`src/decode_defs.svh`:
```
`ifndef DECODE_DEFS_SVH
`define DECODE_DEFS_SVH

// data path word
`define XLEN 32

// architectural register index
`define REG_IDX_W 5

// 16-bit compressed encoding
`define CINST_W 16

// x8..x15 reached from the 3-bit rvc register fields
`define RVC_REG_BASE 8

`endif

```
`src/decode_pkg.sv`:
```
`include "decode_defs.svh"

package decode_pkg;

    typedef logic [`XLEN-1:0]      word_t;
    typedef logic [`REG_IDX_W-1:0] reg_idx_t;

    ////////////////////////////////////////////////////////////
    // decoded operation, all ones marks an invalid word
    typedef enum logic [4:0] {
        OP_ADD,
        OP_AND,
        OP_OR,
        OP_SLL,
        OP_SRL,
        OP_SLT,
        OP_SLTU,
        OP_SRA,
        OP_SUB,
        OP_XOR,
        OP_BEQ,
        OP_BNE,
        OP_BLT,
        OP_BGE,
        OP_BLTU,
        OP_BGEU,
        OP_LUI,
        OP_AUIPC,
        OP_JAL,
        OP_JALR,
        OP_LB,
        OP_LH,
        OP_LW,
        OP_LBU,
        OP_LHU,
        OP_SB,
        OP_SH,
        OP_SW,
        OP_INVALID = 5'b11111
    } op_e;

    // rv32i major opcodes, bits 6:0 of the word
    typedef enum logic [6:0] {
        OPC_LOAD   = 7'b0000011,
        OPC_OP_IMM = 7'b0010011,
        OPC_AUIPC  = 7'b0010111,
        OPC_STORE  = 7'b0100011,
        OPC_OP     = 7'b0110011,
        OPC_LUI    = 7'b0110111,
        OPC_BRANCH = 7'b1100011,
        OPC_JALR   = 7'b1100111,
        OPC_JAL    = 7'b1101111
    } opcode_e;

    ////////////////////////////////////////////////////////////
    typedef struct packed {
        word_t instr;      // always a 32-bit encoding
        logic  illegal;
        logic  compressed; // came in as a 16-bit word
    } expanded_t;

    typedef struct packed {
        op_e      op;
        reg_idx_t rs1;
        reg_idx_t rs2;
        reg_idx_t rd;
        word_t    imm;
        logic     has_imm;
    } decoded_t;

endpackage

```
`src/instr_stage.sv`:
```
`timescale 1ns/1ns

module instr_stage (
    input  logic                  clk,
    input  logic                  rst,
    input  logic                  in_valid,
    input  decode_pkg::expanded_t in_data,
    output logic                  stage_valid,
    output decode_pkg::expanded_t stage_data
);

    always_ff @(posedge clk) begin
        if (!rst) begin
            stage_valid <= 1'b0;
        end else begin
            stage_valid <= in_valid;
        end
    end

    // held between strobes
    always_ff @(posedge clk) begin
        if (in_valid) begin
            stage_data <= in_data;
        end
    end

    ////////////////////////////////////////////////////////////
    // a strobe always carries a fully known word into the stage
    a_known_strobe: assert property (
        @(posedge clk) disable iff (!rst)
        in_valid |-> !$isunknown(in_data)
    ) else $error("instr_stage: unknown data captured on a strobe");

endmodule

```
`config.mk`:
```
export PLATFORM = sky130hd
export DESIGN_NAME = instr_stage
export DESIGN_NICKNAME = d
export VERILOG_FILES = /design/src/decode_pkg.sv /design/src/instr_stage.sv
export VERILOG_INCLUDE_DIRS = /design/src /design/src/src
export SDC_FILE = /design/constraint.sdc
export NUM_CORES = 1
export LEC_CHECK = 0
export BUFFER_PORTS_ARGS = -buffer_cell sky130_fd_sc_hd__buf_4
export CAP_MARGIN = 20
export CORE_MARGIN = 10
export CORE_UTILIZATION = 39
export DETAILED_ROUTE_END_ITERATION = 8
export PLACE_DENSITY = 0.78
export SYNTH_ARGS = -nofsm -noshare
export SYNTH_HDL_FRONTEND = slang
export SYNTH_SLANG_ARGS = --single-unit
```
`constraint.sdc`:
```
create_clock -name clk -period 0.8 [get_ports clk]
set_input_delay 0.16 -clock clk [delete_from_list [all_inputs] [get_ports clk]]
set_output_delay 0.16 -clock clk [all_outputs]
set_load 0.02 [all_outputs]
```
==> results_dict.tcl, run 1 <==
set metrics [dict create \
    min_to "stage_valid$_SDFF_PN0_" \
    syn_area_um2 1047 \
    comb_power_share_pct 17.9 \
    start_util_pct 41.52 \
    finalHoldViolCount 0 \
    p_sw_share_pct 22.86 \
    post-cts-setup-buffers 0 \
    synth_most_common_cell "edfxtp_1" \
    yosysSeqAreaShare_pct 99.40 \
    overflow 0 \
    fill_cells 102 \
    path_cells "buf_6" \
    path_class "flip-flop to output port" \
    yosysWarningCount 0 \
    wire_per_inst_um 23.39 \
    synth_nets 73 \
    p_per_area_nw_per_um2 2104 \
    routed_wl_um 4233 \
    timing.critical_path.fanout_max 1 \
    rows 18 \
    numCtsBuffers 5 \
    cts_tree "done" \
    slew_violations 0 \
    hold_path_class "input pin to flip-flop" \
    grt_util_all_layers_pct 16.97 \
    end_kind "output port" \
    grt_max_degree 18 \
    antenna_found_initial 0 \
    leakagePower_nw 0.9410 \
    die_w_um 71.82 \
    routabilityCongestion 0.6583 \
    worstSetupStartpointType "flip-flop" \
    slowest_stage "edfxtp_1" \
    vdd_drop_max_uv 2567 \
    violations "negative setup slack" \
    drt_iter0_drc 63 \
    drtPass1Iterations 2 \
    crit_family "flip-flops" \
    async_flop_share_pct 0 \
    dp_hpwl_um 2151 \
    finalNetCount 187 \
    drc 0 \
    ys_ff_latch 35 \
    syn_to_final_growth_pct 113.5 \
    synth_top_area_share_pct 97.49 \
    worst_pin_slew_ns 0.1346 \
    p_switching_mw 1.075 \
    clock_sinks 35 \
    slowest_delay_ns 0.45 \
    final_core_util_pct 88.64 \
    syn_area_per_cell_um2 29.09 \
    cp.required_ns 0.64 \
    synth.distinct_cells 3 \
    hold_start "rst" \
    grt_pass1_vias 997 \
    final.setup.tns_ns -9.075 \
    min_period_ns 1.116 \
    cap_viol_max_count 0 \
    clkPwrFrac_pct 34.3 \
    grt_pass1_wl_um 6341 \
    drive_gt1_share_pct 54.30 \
    post_dp_cell_area_um2 1658 \
    clk_pin_slew_worst_paths_ns 0.12 \
    whs_path_depth 2 \
    dieHeight_um 71.82 \
    io_pins 72 \
    hold_slack_ns 0.01959 \
    rsz0062_at_grt "true" \
    core_area_um2 2522 \
    num_vias 831 \
    root_buffer "clkbuf_4" \
    synth-edff-count 34 \
    stdcell_area_um2 2236 \
    ant_nets 0 \
    port_buffers 71 \
    status "complete, but fails checks" \
    slew_headroom_pct 91.03 \
    dominantRegCellSynth "edfxtp_1" \
    crit_buf_inv 1 \
    synthesis.instances 36 \
    synth.top_cells.by_count "34 x edfxtp_1, 1 x and2_1, 1 x dfxtp_1" \
    max_clock_freq_mhz 895.8 \
    yosysTopAreaCell "edfxtp_1" \
    cts.path.max_buffers 2 \
    seqPwrFrac_pct 47.8 \
    synth.area.top_cells "edfxtp_1 97%, dfxtp_1 1.9%, and2_1 0.60%" \
    layout_setup_ws_ns -0.3163 \
    setup_violations 35 \
    num_antenna_cells 0 \
    die_area_um2 5158 \
    htreeDepth 2 \
    power.internal_mw 3.629 \
    viasPerCell 4.591 \
    fin_crit_sh_pct 139.5 \
    cp.arrival_ns 0.96 \
]
power groups by stage:
stage | combinational, mW | sequential (mW) | clock, mW
final | 0.841 | 2.25 | 1.61
after global routing | 0.878 | 2.26 | 1.72
after CTS | 0.820 | 2.24 | 1.57
after detailed placement | 0.603 | 2.25 | 0
after global placement | 0.594 | 2.24 | 0
after floorplan | 0.00160 | 2.44 | 0
per-layer routing:
metal	track usage, %	share of wire [%]	vias to the layer above
li1	-	-	369
met1	17.46	36	399
met2	27.16	50	54
met3	10.47	11	9
met4	7.097	2.1	0
met5	0	0	-
layout make-up:
cell class | count | area, µm² | area share [%]
Timing Repair Buffer | 107 | 1045 | 46.73
Sequential cell | 35 | 1042 | 46.61
Clock inverter | 3 | 67.56 | 3.022
Clock buffer | 5 | 37.54 | 1.679
Tap cell | 30 | 37.54 | 1.679
Multi-Input combinational cell | 1 | 6.256 | 0.2798
metrics by stage:
stage / total power [mW] / worst slack [ns] / instances
2_1_floorplan: 2.437 / 0.1905 / 36
3_3_place_gp: 2.835 / 0.03756 / 139
3_5_place_dp: 2.853 / 0.01172 / 139
4_1_cts: 4.633 / -0.2917 / 181
5_1_grt: 4.859 / -0.3612 / 181
6_report: 4.705 / -0.3163 / 181
repair_timing:
action / 4_1_cts / 5_1_grt
hold buffers: 34 / 0
endpoints found under the hold margin: 34 / 0
endpoints found under the setup margin: 35 / 35
gates resized for setup: 36 / 0
kinds of logic after synthesis:
logic type	count (synthesis)	share of synthesized area [%]
DFF	35	99.40
and+or+nand+nor	1	0.5978
how the worst max path moves through the flow:
stage                            startpoint                        to  slack (ns)  depth (start not counted)
CTS                 stage_data[4]$_DFFE_PP_             stage_data[4]       -0.29                          1
global route        stage_data[4]$_DFFE_PP_             stage_data[4]       -0.36                          1
global placement                   in_valid  stage_data[28]$_DFFE_PP_        0.04                          2
detailed placement                 in_valid  stage_data[14]$_DFFE_PP_        0.01                          2
floorplan           stage_data[0]$_DFFE_PP_             stage_data[0]        0.19                          0
finish              stage_data[4]$_DFFE_PP_             stage_data[4]       -0.32                          1
sequential cells by signal (all words and copies together) (netlist names):
name	cells
stage_data	34
stage_valid	1
layout by cell type, fill, tap and decap left out:
| cell type | n |
|---|---|
| clkinvlp_4 | 1 |
| dfxtp_2 | 1 |
| buf_6 | 35 |
| buf_12 | 2 |
| clkbuf_4 | 5 |
| edfxtp_1 | 34 |
| dlygate4sd3_1 | 34 |
| buf_4 | 36 |
| bufinv_16 | 2 |
| and2_1 | 1 |
(Power assumes the default switching activity.)
==> run 2: changes to the inputs <==
--- a/config.mk
+++ b/config.mk
@@ -6,6 +6,7 @@
 export SDC_FILE = /design/constraint.sdc
 export NUM_CORES = 1
 export LEC_CHECK = 0
+export ABC_AREA = 1
 export BUFFER_PORTS_ARGS = -buffer_cell sky130_fd_sc_hd__buf_4
 export CAP_MARGIN = 20
 export CORE_MARGIN = 10
==> constraint.sdc (replaced) <==
create_clock -name clk -period 1.22 [get_ports clk]
set_input_delay 0.244 -clock clk [delete_from_list [all_inputs] [get_ports clk]]
set_output_delay 0.244 -clock clk [all_outputs]
set_load 0.02 [all_outputs]
==> results_dict.tcl, run 2 <==
set metrics [dict create \
    grt_util_all_layers_pct 10.04 \
    yosysSeqAreaShare_pct 99.28 \
    hold_path_class "input pin to flip-flop" \
    regArea_um2 1041 \
    post-cts-setup-buffers 0 \
    cp.required_ns 0.98 \
    synth.area.top_cells "edfxtp_1 97%, dfxtp_1 1.9%, inv_1 0.36%, nand2_1 0.36%" \
    vdd_drop_max_uv 927.2 \
    synth_top_area_share_pct 97.37 \
    die_area_um2 5162 \
    die_w_um 71.85 \
    wire_per_inst_um 18.52 \
    stdcell_area_um2 1665 \
    fill_cells 189 \
    drive_gt1_share_pct 66.96 \
    crit_buf_inv 1 \
    synth_most_common_cell "edfxtp_1" \
    async_flop_share_pct 0 \
    final.setup.tns_ns 0 \
    cts_tree "done" \
    routed_wl_um 2686 \
    timing.critical_path.fanout_max 1 \
    num_vias 638 \
    yosysWarningCount 0 \
    drt_iter0_drc 38 \
    path_cells "buf_4" \
    io_pins 72 \
    numCtsBuffers 5 \
    multiInputGateArea_um2 3.754 \
    start_util_pct 41.57 \
    antenna_found_initial 0 \
    routabilityCongestion 0.7024 \
    slew_violations 0 \
    grt_pass1_vias 674 \
    status "finished, final reports clean" \
    rsz0062_at_grt "false" \
    dominantRegCellSynth "edfxtp_1" \
    viasPerCell 4.400 \
    crit_family "flip-flops" \
    post_dp_cell_area_um2 1619 \
    worst_pin_slew_ns 0.4204 \
    p_per_area_nw_per_um2 1405 \
    end_kind "output port" \
    port_buffers 71 \
    synth-edff-count 34 \
    slowest_stage "edfxtp_1" \
    path_class "flip-flop to output port" \
    synth.distinct_cells 4 \
    cap_viol_max_count 0 \
    largestRegisters "stage_data: 34 flops, stage_valid: 1 flops" \
    root_buffer "clkbuf_4" \
    setup_violations 0 \
    min_period_ns 1.112 \
    cp.arrival_ns 0.87 \
    core_area_um2 2522 \
    clock_sinks 35 \
    clk_pin_slew_worst_paths_ns 0.10 \
    ys_ff_latch 35 \
    cts-resized-gates 0 \
    layout_common_cells "71 x buf_4, 34 x edfxtp_1, 5 x clkbuf_4" \
    dieHeight_um 71.85 \
    synth_nets 74 \
    worstSetupStartpointType "flip-flop" \
    finalNetCount 152 \
    ant_nets 0 \
    syn_to_final_growth_pct 58.83 \
    regMostFlops "stage_data" \
    hold_buffers 0 \
    synth.top_cells.by_count "34 x edfxtp_1, 1 x dfxtp_1, 1 x inv_1, 1 x nand2_1" \
    final_common_cell "buf_4" \
    cts.path.max_buffers 2 \
    drtPass1Iterations 3 \
    syn_area_um2 1049 \
    syn_area_per_cell_um2 28.34 \
    drc 0 \
    dp_hpwl_um 2247 \
    slowest_delay_ns 0.39 \
    max_clock_freq_mhz 899.3 \
    largest_reg_flops 34 \
    synthesis.instances 37 \
    grt_pass1_wl_um 3967 \
    leakagePower_nw 0.7210 \
    overflow 0 \
    finalHoldViolCount 0 \
    yosysTopAreaCell "edfxtp_1" \
    fin_crit_sh_pct 91.15 \
    grt_max_degree 36 \
    num_antenna_cells 0 \
    rows 18 \
    htreeDepth 2 \
    slew_headroom_pct 71.97 \
]
## run 2: layout make-up
type	count	share of cell area, %
multi-input cells	1	0.2254
flip-flops and latches	35	62.51
repair buffers	71	32.01
clock inverters	2	0.5259
inverters	1	0.2254
well taps	30	2.254
clock buffers	5	2.254
## run 2: cells by family (layout without fill, tap and decap cells)
group / count (synthesis) / after routing / synth area share (%)
flops: 35 / 35 / 99.28
simple gates: 1 / 1 / 0.3577
buf+inv: 1 / 79 / 0.3577
## run 2: path summary, 6_finish.rpt
kind,from,cells past startpoint,endpoint,slack (ns)
max,stage_data[22]$_DFFE_PP_,1,stage_data[22],0.11
min,in_data[7],1,stage_data[7]$_DFFE_PP_,0.10
## run 2: metal layers
layer  GRT usage (%)  wire length (µm)  vias to the layer above
met4           2.581                 0                        0
met3           7.576               410                        0
met5               0                 0                        -
li1                -                 -                      302
met1           10.94              1057                      286
met2           15.10              1219                       50
## run 2: per-stage QoR
stage | std cells | util, % | setup WS [ns] | hold WS [ns] | power [mW]
global route | 145 | 66.02 | 0.05019 | 0.06984 | 2.456
global placement | 138 | 64.19 | 0.2623 | 0.4229 | 1.843
finish | 145 | 66.02 | 0.1080 | 0.1023 | 2.340
detailed placement | 138 | 64.19 | 0.2330 | 0.4233 | 1.859
floorplan | 37 | - | 0.5265 | 0.3375 | 1.598
CTS | 145 | 66.02 | 0.07885 | 0.08714 | 2.378
## run 2: power by group
group / switching, mW / internal, mW / leakage (nW)
Clock: 0.315 / 0.204 / 0.0285
Combinational: 0.193 / 0.180 / 0.351
Sequential: 0.0261 / 1.42 / 0.341
Total: 0.535 / 1.81 / 0.721
