[src/decode_defs.svh]
`ifndef DECODE_DEFS_SVH
`define DECODE_DEFS_SVH

// data path word
`define XLEN 32

// architectural register index
`define REG_IDX_W 5

// 16-bit compressed encoding
`define CINST_W 16

// x8..x15 reached from the 3-bit rvc register fields
`define RVC_REG_BASE 8

`endif

[src/decode_pkg.sv]
`include "decode_defs.svh"

package decode_pkg;

    typedef logic [`XLEN-1:0]      word_t;
    typedef logic [`REG_IDX_W-1:0] reg_idx_t;

    ////////////////////////////////////////////////////////////
    // decoded operation, all ones marks an invalid word
    typedef enum logic [4:0] {
        OP_ADD,
        OP_AND,
        OP_OR,
        OP_SLL,
        OP_SRL,
        OP_SLT,
        OP_SLTU,
        OP_SRA,
        OP_SUB,
        OP_XOR,
        OP_BEQ,
        OP_BNE,
        OP_BLT,
        OP_BGE,
        OP_BLTU,
        OP_BGEU,
        OP_LUI,
        OP_AUIPC,
        OP_JAL,
        OP_JALR,
        OP_LB,
        OP_LH,
        OP_LW,
        OP_LBU,
        OP_LHU,
        OP_SB,
        OP_SH,
        OP_SW,
        OP_INVALID = 5'b11111
    } op_e;

    // rv32i major opcodes, bits 6:0 of the word
    typedef enum logic [6:0] {
        OPC_LOAD   = 7'b0000011,
        OPC_OP_IMM = 7'b0010011,
        OPC_AUIPC  = 7'b0010111,
        OPC_STORE  = 7'b0100011,
        OPC_OP     = 7'b0110011,
        OPC_LUI    = 7'b0110111,
        OPC_BRANCH = 7'b1100011,
        OPC_JALR   = 7'b1100111,
        OPC_JAL    = 7'b1101111
    } opcode_e;

    ////////////////////////////////////////////////////////////
    typedef struct packed {
        word_t instr;      // always a 32-bit encoding
        logic  illegal;
        logic  compressed; // came in as a 16-bit word
    } expanded_t;

    typedef struct packed {
        op_e      op;
        reg_idx_t rs1;
        reg_idx_t rs2;
        reg_idx_t rd;
        word_t    imm;
        logic     has_imm;
    } decoded_t;

endpackage

[src/rv32_decoder.sv]
`timescale 1ns/1ns

module rv32_decoder (
    input  logic                  clk,
    input  logic                  rst,
    input  logic                  stage_valid,
    input  decode_pkg::expanded_t stage_data,
    output logic                  out_valid,
    output decode_pkg::decoded_t  out_dec
);
    import decode_pkg::*;

    localparam decoded_t DEC_NONE = '{op: OP_INVALID, default: '0};

    word_t      w;
    logic [2:0] f3;
    logic       alt;     // funct7 bit 30, sub / sra
    word_t      imm_i;
    word_t      imm_s;
    word_t      imm_b;
    word_t      imm_u;
    word_t      imm_j;
    word_t      imm_sh;
    decoded_t   dec_next;

    assign w   = stage_data.instr;
    assign f3  = w[14:12];
    assign alt = w[30];

    ////////////////////////////////////////////////////////////
    // immediates per format
    assign imm_i  = {{20{w[31]}}, w[31:20]};
    assign imm_s  = {{20{w[31]}}, w[31:25], w[11:7]};
    assign imm_b  = {{19{w[31]}}, w[31], w[7], w[30:25], w[11:8], 1'b0};
    assign imm_u  = {w[31:12], 12'b0};
    assign imm_j  = {{11{w[31]}}, w[31], w[19:12], w[20], w[30:21], 1'b0};
    assign imm_sh = {27'b0, w[24:20]}; // shamt

    always_comb begin
        dec_next = DEC_NONE;
        case (opcode_e'(w[6:0]))
            OPC_LUI, OPC_AUIPC: begin
                dec_next.op      = (w[5]) ? OP_LUI : OP_AUIPC;
                dec_next.rd      = w[11:7];
                dec_next.imm     = imm_u;
                dec_next.has_imm = 1'b1;
            end
            OPC_JAL: begin
                dec_next.op      = OP_JAL;
                dec_next.rd      = w[11:7];
                dec_next.imm     = imm_j;
                dec_next.has_imm = 1'b1;
            end
            OPC_JALR: begin
                if (f3 == 3'b000)
                    dec_next.op = OP_JALR;
                dec_next.rs1     = w[19:15];
                dec_next.rd      = w[11:7];
                dec_next.imm     = imm_i;
                dec_next.has_imm = 1'b1;
            end
            OPC_BRANCH: begin
                case (f3)
                    3'b000:  dec_next.op = OP_BEQ;
                    3'b001:  dec_next.op = OP_BNE;
                    3'b100:  dec_next.op = OP_BLT;
                    3'b101:  dec_next.op = OP_BGE;
                    3'b110:  dec_next.op = OP_BLTU;
                    3'b111:  dec_next.op = OP_BGEU;
                    default: dec_next.op = OP_INVALID;
                endcase
                dec_next.rs1     = w[19:15];
                dec_next.rs2     = w[24:20];
                dec_next.imm     = imm_b;
                dec_next.has_imm = 1'b1;
            end
            OPC_LOAD: begin
                case (f3)
                    3'b000:  dec_next.op = OP_LB;
                    3'b001:  dec_next.op = OP_LH;
                    3'b010:  dec_next.op = OP_LW;
                    3'b100:  dec_next.op = OP_LBU;
                    3'b101:  dec_next.op = OP_LHU;
                    default: dec_next.op = OP_INVALID;
                endcase
                dec_next.rs1     = w[19:15];
                dec_next.rd      = w[11:7];
                dec_next.imm     = imm_i;
                dec_next.has_imm = 1'b1;
            end
            OPC_STORE: begin
                case (f3)
                    3'b000:  dec_next.op = OP_SB;
                    3'b001:  dec_next.op = OP_SH;
                    3'b010:  dec_next.op = OP_SW;
                    default: dec_next.op = OP_INVALID;
                endcase
                dec_next.rs1     = w[19:15];
                dec_next.rs2     = w[24:20];
                dec_next.imm     = imm_s;
                dec_next.has_imm = 1'b1;
            end
            OPC_OP_IMM: begin
                case (f3)
                    3'b000: dec_next.op = OP_ADD;
                    3'b001: dec_next.op = OP_SLL;
                    3'b010: dec_next.op = OP_SLT;
                    3'b011: dec_next.op = OP_SLTU;
                    3'b100: dec_next.op = OP_XOR;
                    3'b101: dec_next.op = (alt) ? OP_SRA : OP_SRL;
                    3'b110: dec_next.op = OP_OR;
                    3'b111: dec_next.op = OP_AND;
                endcase
                dec_next.rs1     = w[19:15];
                dec_next.rd      = w[11:7];
                dec_next.imm     = (f3[1:0] == 2'b01) ? imm_sh : imm_i;
                dec_next.has_imm = 1'b1;
            end
            OPC_OP: begin // register form, imm stays zero
                case (f3)
                    3'b000: dec_next.op = (alt) ? OP_SUB : OP_ADD;
                    3'b001: dec_next.op = OP_SLL;
                    3'b010: dec_next.op = OP_SLT;
                    3'b011: dec_next.op = OP_SLTU;
                    3'b100: dec_next.op = OP_XOR;
                    3'b101: dec_next.op = (alt) ? OP_SRA : OP_SRL;
                    3'b110: dec_next.op = OP_OR;
                    3'b111: dec_next.op = OP_AND;
                endcase
                dec_next.rs1 = w[19:15];
                dec_next.rs2 = w[24:20];
                dec_next.rd  = w[11:7];
            end
            default: dec_next = DEC_NONE;
        endcase
        // rejected by the expander, zero word or bad funct3
        if (stage_data.illegal || w == '0 || dec_next.op == OP_INVALID)
            dec_next = DEC_NONE;
    end

    ////////////////////////////////////////////////////////////
    always_ff @(posedge clk) begin
        if (!rst) begin
            out_valid <= 1'b0;
            out_dec   <= DEC_NONE;
        end else begin
            out_valid <= stage_valid;
            if (stage_valid)
                out_dec <= dec_next;
        end
    end

    a_invalid_no_imm: assert property (
        @(posedge clk) disable iff (!rst)
        out_dec.op == OP_INVALID |-> !out_dec.has_imm
    ) else $error("rv32_decoder: has_imm set on an invalid op");

    // the expander only ever hands over full 32-bit encodings
    a_rvc_expanded: assert property (
        @(posedge clk) disable iff (!rst)
        stage_valid && stage_data.compressed && !stage_data.illegal
            |-> stage_data.instr[1:0] == 2'b11
    ) else $error("rv32_decoder: compressed word not expanded");

endmodule

[config.mk]
export PLATFORM = sky130hd
export DESIGN_NAME = rv32_decoder
export DESIGN_NICKNAME = d
export VERILOG_FILES = /design/src/decode_pkg.sv /design/src/rv32_decoder.sv
export VERILOG_INCLUDE_DIRS = /design/src /design/src/src
export SDC_FILE = /design/constraint.sdc
export NUM_CORES = 1
export LEC_CHECK = 0
export ABC_AREA = 1
export BUFFER_PORTS_ARGS = -buffer_cell sky130_fd_sc_hd__buf_2
export CORE_MARGIN = 3
export CORE_UTILIZATION = 30
export DETAILED_ROUTE_END_ITERATION = 8
export PLACE_DENSITY = 0.53
export RECOVER_POWER = 25
export SYNTH_ARGS = -nofsm -noshare
export SYNTH_HDL_FRONTEND = slang
export SYNTH_SLANG_ARGS = --single-unit
[constraint.sdc]
create_clock -name clk -period 4.92 [get_ports clk]
set_clock_uncertainty 0.15 [all_clocks]
set_input_delay 0.738 -clock clk [delete_from_list [all_inputs] [get_ports clk]]
set_output_delay 0.738 -clock clk [all_outputs]
set_load 0.05 [all_outputs]
==> results of run 1 <==
[cell families after synthesis]
| logic type | after synthesis | share of synthesized area |
|---|---|---|
| DFF | 54 | 0.3537 |
| buffers and inverters | 70 | 0.1142 |
| AOI/OAI and AO/OA | 74 | 0.1220 |
| and+or+nand+nor | 265 | 0.4101 |
[cells in the final DEF, fill, tap and decap left out]
cell type    n
nand2_1    126
buf_2       62
a21oi_1     56
dfxtp_1     54
nand4_1     49
nand3_1     42
nor2_1      32
inv_1       32
clkbuf_1    27
o21ai_0     12
clkbuf_8     7
nand2_2      5
inv_2        4
o21ai_1      4
nand2_4      3
nor2_4       3
nor2_2       2
a31oi_1      2
buf_4        2
nor2_8       1
nand3b_1     1
nor3_1       1
clkinv_4     1
[worst paths after layout]
| check | to | slack (ns) |
|---|---|---|
| min | out_dec[21]$_SDFFE_PN0P_ | 0.32 |
| max | out_dec[47]$_SDFFE_PN0P_ | 1.28 |
| min reg2reg | out_dec[21]$_SDFFE_PN0P_ | 0.32 |
| max reg2reg | out_dec[31]$_SDFFE_PN0P_ | 4.09 |
[flip-flops by register name, indices dropped and copies added, names as in the netlist]
register and cells:
out_dec 53, out_valid 1
[worst max-delay path: cells and delay by family]
kind,cells,cell delay (ns)
AND/OR/NAND/NOR,1,0.22
AO/OA/AOI/OAI,2,0.77
buffers and inverters,2,1.97
[metal layers]
layer | vias to the layer above | GRT usage | routed length (um)
met4 | 0 | 0.03653 | 106
met2 | 89 | 0.2496 | 4199
met5 | - | 0 | 0
met1 | 1489 | 0.2440 | 4771
li1 | 1679 | - | -
met3 | 11 | 0.02890 | 468
[layout make-up]
cell class | instances | area (um^2) | area share
Multi-Input combinational cell | 339 | 1627 | 0.4594
Sequential cell | 54 | 1081 | 0.3053
Timing Repair Buffer | 91 | 426.7 | 0.1205
Tap cell | 133 | 166.4 | 0.04700
Inverter | 36 | 135.1 | 0.03816
Clock buffer | 7 | 96.34 | 0.02721
Clock inverter | 1 | 8.758 | 0.002473
[where the power goes]
| group | internal [mW] | total, mW | switching, mW |
|---|---|---|---|
| clock network | 0.129 | 0.276 | 0.146 |
| logic | 0.0309 | 0.133 | 0.102 |
| registers | 0.440 | 0.441 | 0.00143 |
[metrics by stage]
stage | hold WS (ns) | power [mW] | instances | setup slack [ns]
after floorplan | 0.5395 | 0.5616 | 463 | 2.620
after global placement | 0.2970 | 0.5832 | 653 | 1.599
after detailed placement | 0.3022 | 0.5850 | 653 | 1.529
after CTS | 0.3192 | 0.8626 | 661 | 1.850
after global routing | 0.3407 | 0.8909 | 661 | 0.9945
final | 0.3175 | 0.8501 | 661 | 1.276
==> run summary, run 1 <==
Run status: finished with violations
Failing checks: capacitance limit, slew limit
TritonCTS clock tree: yes
GRT Total Usage: 0.1649
Port Buffers: 89
Avg WL per Cell: 14.44 um
Area growth, synth to finish: 15.84%
Post-route ant nets: 0
Initial Utilization: 0.3113
Main synth FF type: dfxtp_1
Max VDD drop: 113.3 uV
Cts repair resizes: 0
Vias in the first global route: 2970
Setup TNS: 0 ns
Synth area leader: dfxtp_1
Worst setup startpoint: stage_valid
Initial DRC Count: 166
Critical path class: in -> reg
Total grt overflow: 0
RePlAce Congestion: 0.8225
Reg2reg start: out_dec[31]$_SDFFE_PN0P_
Sequential cell area fraction in the yosys report: 0.3537
Filler Cell Count: 1151
Remaining DRCs: 0
Top cells by count, synth: nand2_1 (126), a21oi_1 (56), dfxtp_1 (54)
Mean Syn Cell Area: 6.602 um^2
Max Cap Viol: 1
Vias/cell: 4.944
H-tree depth: 2
Count leader, synth: nand2_1
WP data required: 5.00 ns
Slowest CP cell: clkbuf_1
Fraction of layout cells with a size suffix above 1: 0.1705
Post CTS Setup Buffer Count: 0
Tcrit/Tclk final: 0.7406
Die H: 106.9 um
Synthesized Nets: 500
Num CTS Buffers: 5
Layout Utilization: 0.3606
Mapped Area: 3057 um^2
Synth area leaders: dfxtp_1 (35%), nand2_1 (15%), nand4_1 (10%)
Crit start category: input port
Clock slew at reported path FFs: 0.10 ns
Tightest Pin Transition: 1.671 ns
R2R depth: 2
Final setup fails: 0
Clock Root Buffer: clkbuf_8
First-pass detailed-route iteration total: 4
Initial antenna violation count: 0
Leak pwr: 1.587 nW
Die Area: 11440 um^2
Boundary Pins: 91
Placed inst area: 3470 um^2
Final min period: 3.644 ns
HP Class: reg -> reg
Setup repair after global routing missed its margin: false
Critical Path Sink Type: flip-flop
Max incr delay on CP: 1.18 ns
Post-Route WL: 9.546 mm
Ys async rst share: 0
Yosys warns: 0
P per Cell Area: 240.1 nW/um^2
Seq cells post-synth: 54
Post-DP HPWL: 7.067 mm
EDFF count, synth: 0
CTS sink count: 54
Pin count of the biggest net entering global routing: 54
Top-area cell type share of the netlist area: 0.3537
Post-route cell area: 3541 um^2
CP Data Arrival Time: 3.72 ns
Nets: 564
Clk buf depth: 2
Hold Path Cell Cnt: 2
Clk_lat worst skew: 0.30 ns
Core box area: 9819 um^2
Fmax: 274.4 MHz
Die Width: 106.9 um
Hold Path Origin: out_dec[21]$_SDFFE_PN0P_
Cells after Synth: 463
Global-route wire length before repair: 15.29 mm
Antenna cells: 0
Total number of vias: 3268
# hold bufs at CTS: 0
Synth cell types: 23
Final Hold Viols: 0
Slew headroom: -0.1143
CP cell instances: clkbuf_1 -> inv_1 -> a31oi_1 -> nand4_1 -> a21oi_1
CP Max Fanout: 39
Row cnt: 36
Slew Limit Fails: 40
Note: power is estimated with default switching activity, not from simulation.
==> inputs of run 2 (changes only) <==
==> constraint.sdc (replaced) <==
create_clock -name clk -period 3.55 [get_ports clk]
set_clock_uncertainty 0.15 [all_clocks]
set_input_delay 0.5325 -clock clk [delete_from_list [all_inputs] [get_ports clk]]
set_output_delay 0.5325 -clock clk [all_outputs]
set_load 0.05 [all_outputs]
==> run 2 against run 1 <==
  * Critical path depth up 9
  * Register-to-register slack worse by 1.4 ns
  * Critical path type unchanged
  * Largest cell class unchanged
  * The run still ends with capacitance limit, slew limit left
  * Final area up 0.78%
==> run summary, run 2 (synthesis gave the netlist of run 1 again) <==
First-pass detailed-route iteration total: 4 (unchanged)
Port Buffers: 89 (unchanged)
Total number of vias: 3304 (+1.1%)
CP cell instances: buf_2 -> inv_1 -> nand2_1 -> nor2_2 -> nand2_1 -> nand2_1 -> nor2_1 -> nand2_2 -> inv_1 -> nor2_4 -> nor2_4 -> nand2_4 -> nand4_1 -> a21oi_1
Crit start category: input port
Met3 track demand over resource: 0.03131 (+0.002408)
Largest registers: out_dec: 53 flops, out_valid: 1 flops
Core box area: 9819 um^2 (unchanged)
GRT Total Usage: 0.1640 (-0.0009108)
Boundary Pins: 91 (unchanged)
Pre-CTS setup slack: 0.7030 ns (-0.8263 ns)
Area growth, synth to finish: 16.74%
Max VDD drop: 174.8 uV (+54%)
Reg2reg start: out_dec[45]$_SDFFE_PN0P_
Leak pwr: 1.605 nW (+1.1%)
Worst setup startpoint: stage_data[4]
Fmax: 387.7 MHz
# hold bufs at CTS: 0 (unchanged)
CP Max Fanout: 50 (+28%)
CTS sink count: 54 (unchanged)
Slowest CP cell: nor2_2
Pin count of the biggest net entering global routing: 54 (unchanged)
Clk buf depth: 2 (unchanged)
Post CTS Setup Buffer Count: 0 (unchanged)
Remaining DRCs: 0 (unchanged)
Avg WL per Cell: 14.29 um (-1.1%)
Nets: 567 (+0.53%)
HP Class: in -> reg
Antenna cells: 0 (unchanged)
Die Width: 106.9 um (unchanged)
Slew headroom: -0.06461 (+0.04964)
CP Data Arrival Time: 2.66 ns (-1.06 ns)
Num CTS Buffers: 5 (unchanged)
Max Cap Viol: 1 (unchanged)
Final Hold Viols: 0 (unchanged)
Post-route ant nets: 0 (unchanged)
RR Endpoint: out_dec[45]$_SDFFE_PN0P_
Setup repair after global routing missed its margin: false
Post-DP HPWL: 7.155 mm (+1.2%)
Filler Cell Count: 1140 (-0.96%)
R2R Setup Slk: 2.70 ns (-1.39 ns)
GRT busiest layer: met2
Most common cell after layout, fill and taps aside: nand2_1
R2R depth: 2 (unchanged)
TritonCTS clock tree: yes
End of the critical path: out_dec[43]$_SDFFE_PN0P_
Die Area: 11440 um^2 (unchanged)
Cts repair resizes: 0 (unchanged)
Vias/cell: 4.983 (+0.80%)
Max reg flops: 53 (unchanged)
Die H: 106.9 um (unchanged)
Clock slew at reported path FFs: 0.09 ns (about the same)
Number of cells on the critical path: 14 (+9)
PnR worst setup slack: 0.9707 ns (-0.3054 ns)
H-tree depth: 2 (unchanged)
Post-route insts no fill: 663 (+0.30%)
Critical Path Sink Type: flip-flop
Row cnt: 36 (unchanged)
Setup TNS: 0 ns (unchanged)
Fraction of layout cells with a size suffix above 1: 0.1736 (+0.003130)
Clk_lat worst skew: 0.30 ns (about the same)
Final min period: 2.579 ns
Largest register by flop count: out_dec
Placed cell count: 656 (+0.46%)
Post-Route WL: 9.474 mm (-0.75%)
Vias in the first global route: 3050 (+2.7%)
Final setup fails: 0 (unchanged)
Met1 Use GR: 0.2381 (-0.005871)
CP dominant cell by count: nand2_1
Initial antenna violation count: 0 (unchanged)
Initial Utilization: 0.3113 (unchanged)
Critical path buffers and inverters: 3 (+1)
Max incr delay on CP: 0.37 ns (-0.81 ns)
Clock Root Buffer: clkbuf_8
Tightest Pin Transition: 1.597 ns (-0.07446 ns)
Met2 GRT Util: 0.2500 (+0.0004496)
P per Cell Area: 341.9 nW/um^2 (+42%)
Critical path class: in -> reg
Tcrit/Tclk final: 0.7266
WP data required: 3.63 ns (-1.37 ns)
Initial DRC Count: 216 (+30%)
Run status: finished with violations
Slew Limit Fails: 39 (-2.5%)
Failing checks: capacitance limit, slew limit
Commonest non-fill, non-tap cells in the layout: nand2_1 (126), buf_2 (63), a21oi_1 (56), dfxtp_1 (54), nand4_1 (49)
RePlAce Congestion: 0.8540 (+3.8%)
Global-route wire length before repair: 15.32 mm (+0.18%)
Total grt overflow: 0 (unchanged)
CP top delay family: simple AND/OR/NAND/NOR gates
## run 2: changes by cell type in the layout (fill, tap and decap cells not counted)
cell       previous run  this run
clkinv_4              1         0
clkbuf_8              7         6
buf_4                 2         4
buf_2                62        63
bufinv_16             0         1
## run 2: metal layers
metal / routed length, um / up-vias
met1: 4733 / 1514
met5: 0 / -
met3: 558 / 11
met2: 4079 / 102
met4: 102 / 0
li1: - / 1677
## run 2: worst min path at each step
| stage | cells past startpoint | to | start |
|---|---|---|---|
| CTS | 3 | out_valid$_SDFF_PN0_ | rst |
| global placement | 2 | out_dec[19]$_SDFFE_PN0P_ | out_dec[19]$_SDFFE_PN0P_ |
| global route | 3 | out_valid$_SDFF_PN0_ | rst |
| detailed placement | 2 | out_dec[19]$_SDFFE_PN0P_ | out_dec[19]$_SDFFE_PN0P_ |
| finish | 3 | out_valid$_SDFF_PN0_ | rst |
| floorplan | 2 | out_valid$_SDFF_PN0_ | rst |
## run 2: layout make-up
cell class | instances | area [um^2] | share of cell area
clock buffers | 6 | 82.58 | 0.02314
well taps | 133 | 166.4 | 0.04663
multi-input cells | 339 | 1627 | 0.4558
repair buffers | 94 | 446.7 | 0.1252
clock inverters | 1 | 30.03 | 0.008415
flip-flops and latches | 54 | 1081 | 0.3029
inverters | 36 | 135.1 | 0.03787
## run 2: worst min-delay path, delay by kind of cell
family	cells	cell delay [ns]
and+or+nand+nor	1	0.05
buffers and inverters	2	0.13
## run 2: power breakdown
part           switching [mW]  leakage [nW]  internal (mW)
clock                   0.197        0.0573          0.226
combinational           0.141          1.11         0.0438
sequential            0.00215         0.436          0.610
## run 2: stage by stage
stage                     hold WS (ns)  power (mW)  area (um^2)    util
after floorplan                 0.4801      0.7783         3057       -
after global placement          0.3023      0.8091         3492  0.3556
after detailed placement        0.3041      0.8107         3492  0.3556
after CTS                       0.2776       1.231         3605  0.3671
after global routing            0.3020       1.274         3568  0.3634
final                           0.2845       1.220         3568  0.3634
==> inputs of run 3 (changes only) <==
--- a/config.mk
+++ b/config.mk
@@ -11,7 +11,7 @@
 export CORE_MARGIN = 3
 export CORE_UTILIZATION = 30
 export DETAILED_ROUTE_END_ITERATION = 8
-export PLACE_DENSITY = 0.53
+export PLACE_DENSITY = 0.55
 export RECOVER_POWER = 25
 export SYNTH_ARGS = -nofsm -noshare
 export SYNTH_HDL_FRONTEND = slang
==> constraint.sdc (replaced) <==
create_clock -name clk -period 2.13 [get_ports clk]
set_clock_uncertainty 0.15 [all_clocks]
set_input_delay 0.3195 -clock clk [delete_from_list [all_inputs] [get_ports clk]]
set_output_delay 0.3195 -clock clk [all_outputs]
set_load 0.05 [all_outputs]
==> run 3 against run 2 <==
  * The run now ends clean
  * First-iteration DRC count is 25% lower
  * Flip-flop and latch count stayed put
  * Critical endpoint is now out_dec[24]$_SDFFE_PN0P_
  * Routed wire length is 0.52% higher
  * Combinational power increased by 96%
  * Global-route usage is essentially flat
  * Setup slack worse by 0.78 ns
  * Final area increased by 8.0%
  * Highest routed layer unchanged
  * Largest cell class unchanged
  * Die area did not move
==> run summary, run 3 (synthesis gave the netlist of run 1 again) <==
Area growth, synth to finish: 26.12%
Final Hold Viols: 0 (unchanged)
Max Used Layer: met4
Crit start category: input port
Port Buffers: 89 (unchanged)
Die Area: 11440 um^2 (unchanged)
Placed inst area: 3807 um^2 (+9.0%)
Setup TNS: 0 ns (unchanged)
RePlAce Congestion: 0.8187 (-4.1%)
CTS sink count: 54 (unchanged)
Cts repair resizes: 0 (unchanged)
Die H: 106.9 um (unchanged)
WL met1: 4.545 mm (-4.0%)
Met3 WL: 537 um (-3.8%)
P per Cell Area: 502.8 nW/um^2 (+47%)
Global-route wire length before repair: 15.17 mm (-0.95%)
CP dominant cell by count: nand2_1
CP Max Fanout: 17 (-66%)
Critical Path Sink Type: flip-flop
Initial DRC Count: 162 (-25%)
Initial Utilization: 0.3113 (unchanged)
Critical path class: in -> reg
DR WL met2: 4.365 mm (+7.0%)
Die Width: 106.9 um (unchanged)
Leak pwr: 1.771 nW (+10%)
Post-route insts no fill: 700 (+5.6%)
Final setup fails: 0 (unchanged)
Clock slew at reported path FFs: 0.09 ns (about the same)
Setup repair after global routing missed its margin: false
Tcrit/Tclk final: 0.9111
Most common cell after layout, fill and taps aside: nand2_1
Max reg flops: 53 (unchanged)
HP Class: in -> reg
Num CTS Buffers: 5 (unchanged)
Clk buf depth: 2 (unchanged)
Clk_lat worst skew: 0.30 ns (about the same)
Core box area: 9819 um^2 (unchanged)
Post-DP HPWL: 7.362 mm (+2.9%)
Placed cell count: 693 (+5.6%)
Post CTS Setup Buffer Count: 0 (unchanged)
H-tree depth: 2 (unchanged)
Run status: completed
Fraction of layout cells with a size suffix above 1: 0.2275 (+0.05393)
Post-route ant nets: 0 (unchanged)
Slew Limit Fails: 0 (-100%)
# hold bufs at CTS: 0 (unchanged)
WP data required: 2.22 ns (-1.41 ns)
Final min period: 1.941 ns
Tightest Pin Transition: 0.6180 ns (-0.9789 ns)
Boundary Pins: 91 (unchanged)
Vias in the first global route: 3003 (-1.5%)
Vias/cell: 4.796 (-3.8%)
Largest register by flop count: out_dec
Post-route cell area: 3855 um^2 (+8.0%)
Initial antenna violation count: 0 (unchanged)
TritonCTS clock tree: yes
Antenna cells: 0 (unchanged)
Slowest CP cell: nor2_2
Nets: 604 (+6.5%)
Max Cap Viol: 0 (-1)
CP Data Arrival Time: 2.03 ns (-0.63 ns)
Total grt overflow: 0 (unchanged)
Avg WL per Cell: 13.60 um (-4.8%)
Max incr delay on CP: 0.23 ns (-0.14 ns)
GRT Total Usage: 0.1639 (about the same)
Total number of vias: 3357 (+1.6%)
Pin count of the biggest net entering global routing: 54 (unchanged)
First-pass detailed-route iteration total: 4 (unchanged)
Commonest non-fill, non-tap cells in the layout: nand2_1 (126), buf_2 (63), a21oi_1 (56), dfxtp_1 (54), nand4_1 (49)
Max VDD drop: 251.2 uV (+44%)
Worst hold slack: 0.07219 ns (-0.2124 ns)
Post-Route WL: 9.523 mm (+0.52%)
Remaining DRCs: 0 (unchanged)
Slew headroom: 0.5897 (+0.6544)
CP cell instances: buf_2 -> inv_2 -> nand2_1 -> nor2_2 -> nand2_1 -> nand2_1 -> nor2_1 -> nand2_2 -> nand3_1 -> nand2_1 -> inv_1 -> nand2_4 -> buf_4 -> nand4_1 -> a21oi_1
Fmax: 515.3 MHz
Row cnt: 36 (unchanged)
Clock Root Buffer: clkbuf_8
Largest registers: out_dec: 53 flops, out_valid: 1 flops
==> run 3: changes by cell type in the layout (fill, tap and decap cells not counted) <==
cell / delta
buf_12: +3
buf_4: +35
bufinv_16: -1
clkinvlp_4: +1
clkbuf_8: -1
==> run 3: critical path, delay by kind of cell <==
family,cells,cell delay (ns)
AOI/OAI and AO/OA,1,0.16
buffers and inverters,4,0.43
and+or+nand+nor,10,1.11
==> run 3: layout make-up <==
| cell class | instances | area, um^2 |
|---|---|---|
| clock buffer | 6 | 72.57 |
| timing repair buffer | 131 | 765.7 |
| tap | 133 | 166.4 |
| clock inverter | 1 | 7.507 |
| inverter | 36 | 135.1 |
| multi-input combinational | 339 | 1627 |
| fill | 1143 | 5964 |
| sequential | 54 | 1081 |
==> run 3: per-layer routing <==
metal  GRT usage  vias up
met5           0        -
met1      0.2357     1508
met4     0.03562        0
met3     0.02830        7
met2      0.2572       87
li1            -     1755
==> run 3: final timing paths <==
check | start | end | slack, ns | depth (start not counted)
worst max-delay path | stage_data[5] | out_dec[24]$_SDFFE_PN0P_ | 0.19 | 15
worst max register to register | out_dec[50]$_SDFFE_PN1P_ | out_dec[50]$_SDFFE_PN1P_ | 1.34 | 2
worst min-delay path | rst | out_valid$_SDFF_PN0_ | 0.07 | 3
worst min register to register | out_dec[19]$_SDFFE_PN0P_ | out_dec[19]$_SDFFE_PN0P_ | 0.32 | 2
==> run 3: through the flow <==
step	worst slack (ns)	utilization	power (mW)
detailed placement	-0.1233	0.3877	1.407
global placement	-0.09508	0.3877	1.404
floorplan	0.2480	-	1.297
finish	0.1894	0.3926	1.938
CTS	0.1932	0.3959	1.961
global route	0.01485	0.3926	2.039
==> run 3: power by group <==
group          switching, mW  internal, mW  leakage [nW]
Sequential           0.00343          1.02         0.436
Clock                  0.329         0.226        0.0373
Combinational          0.242         0.121          1.30
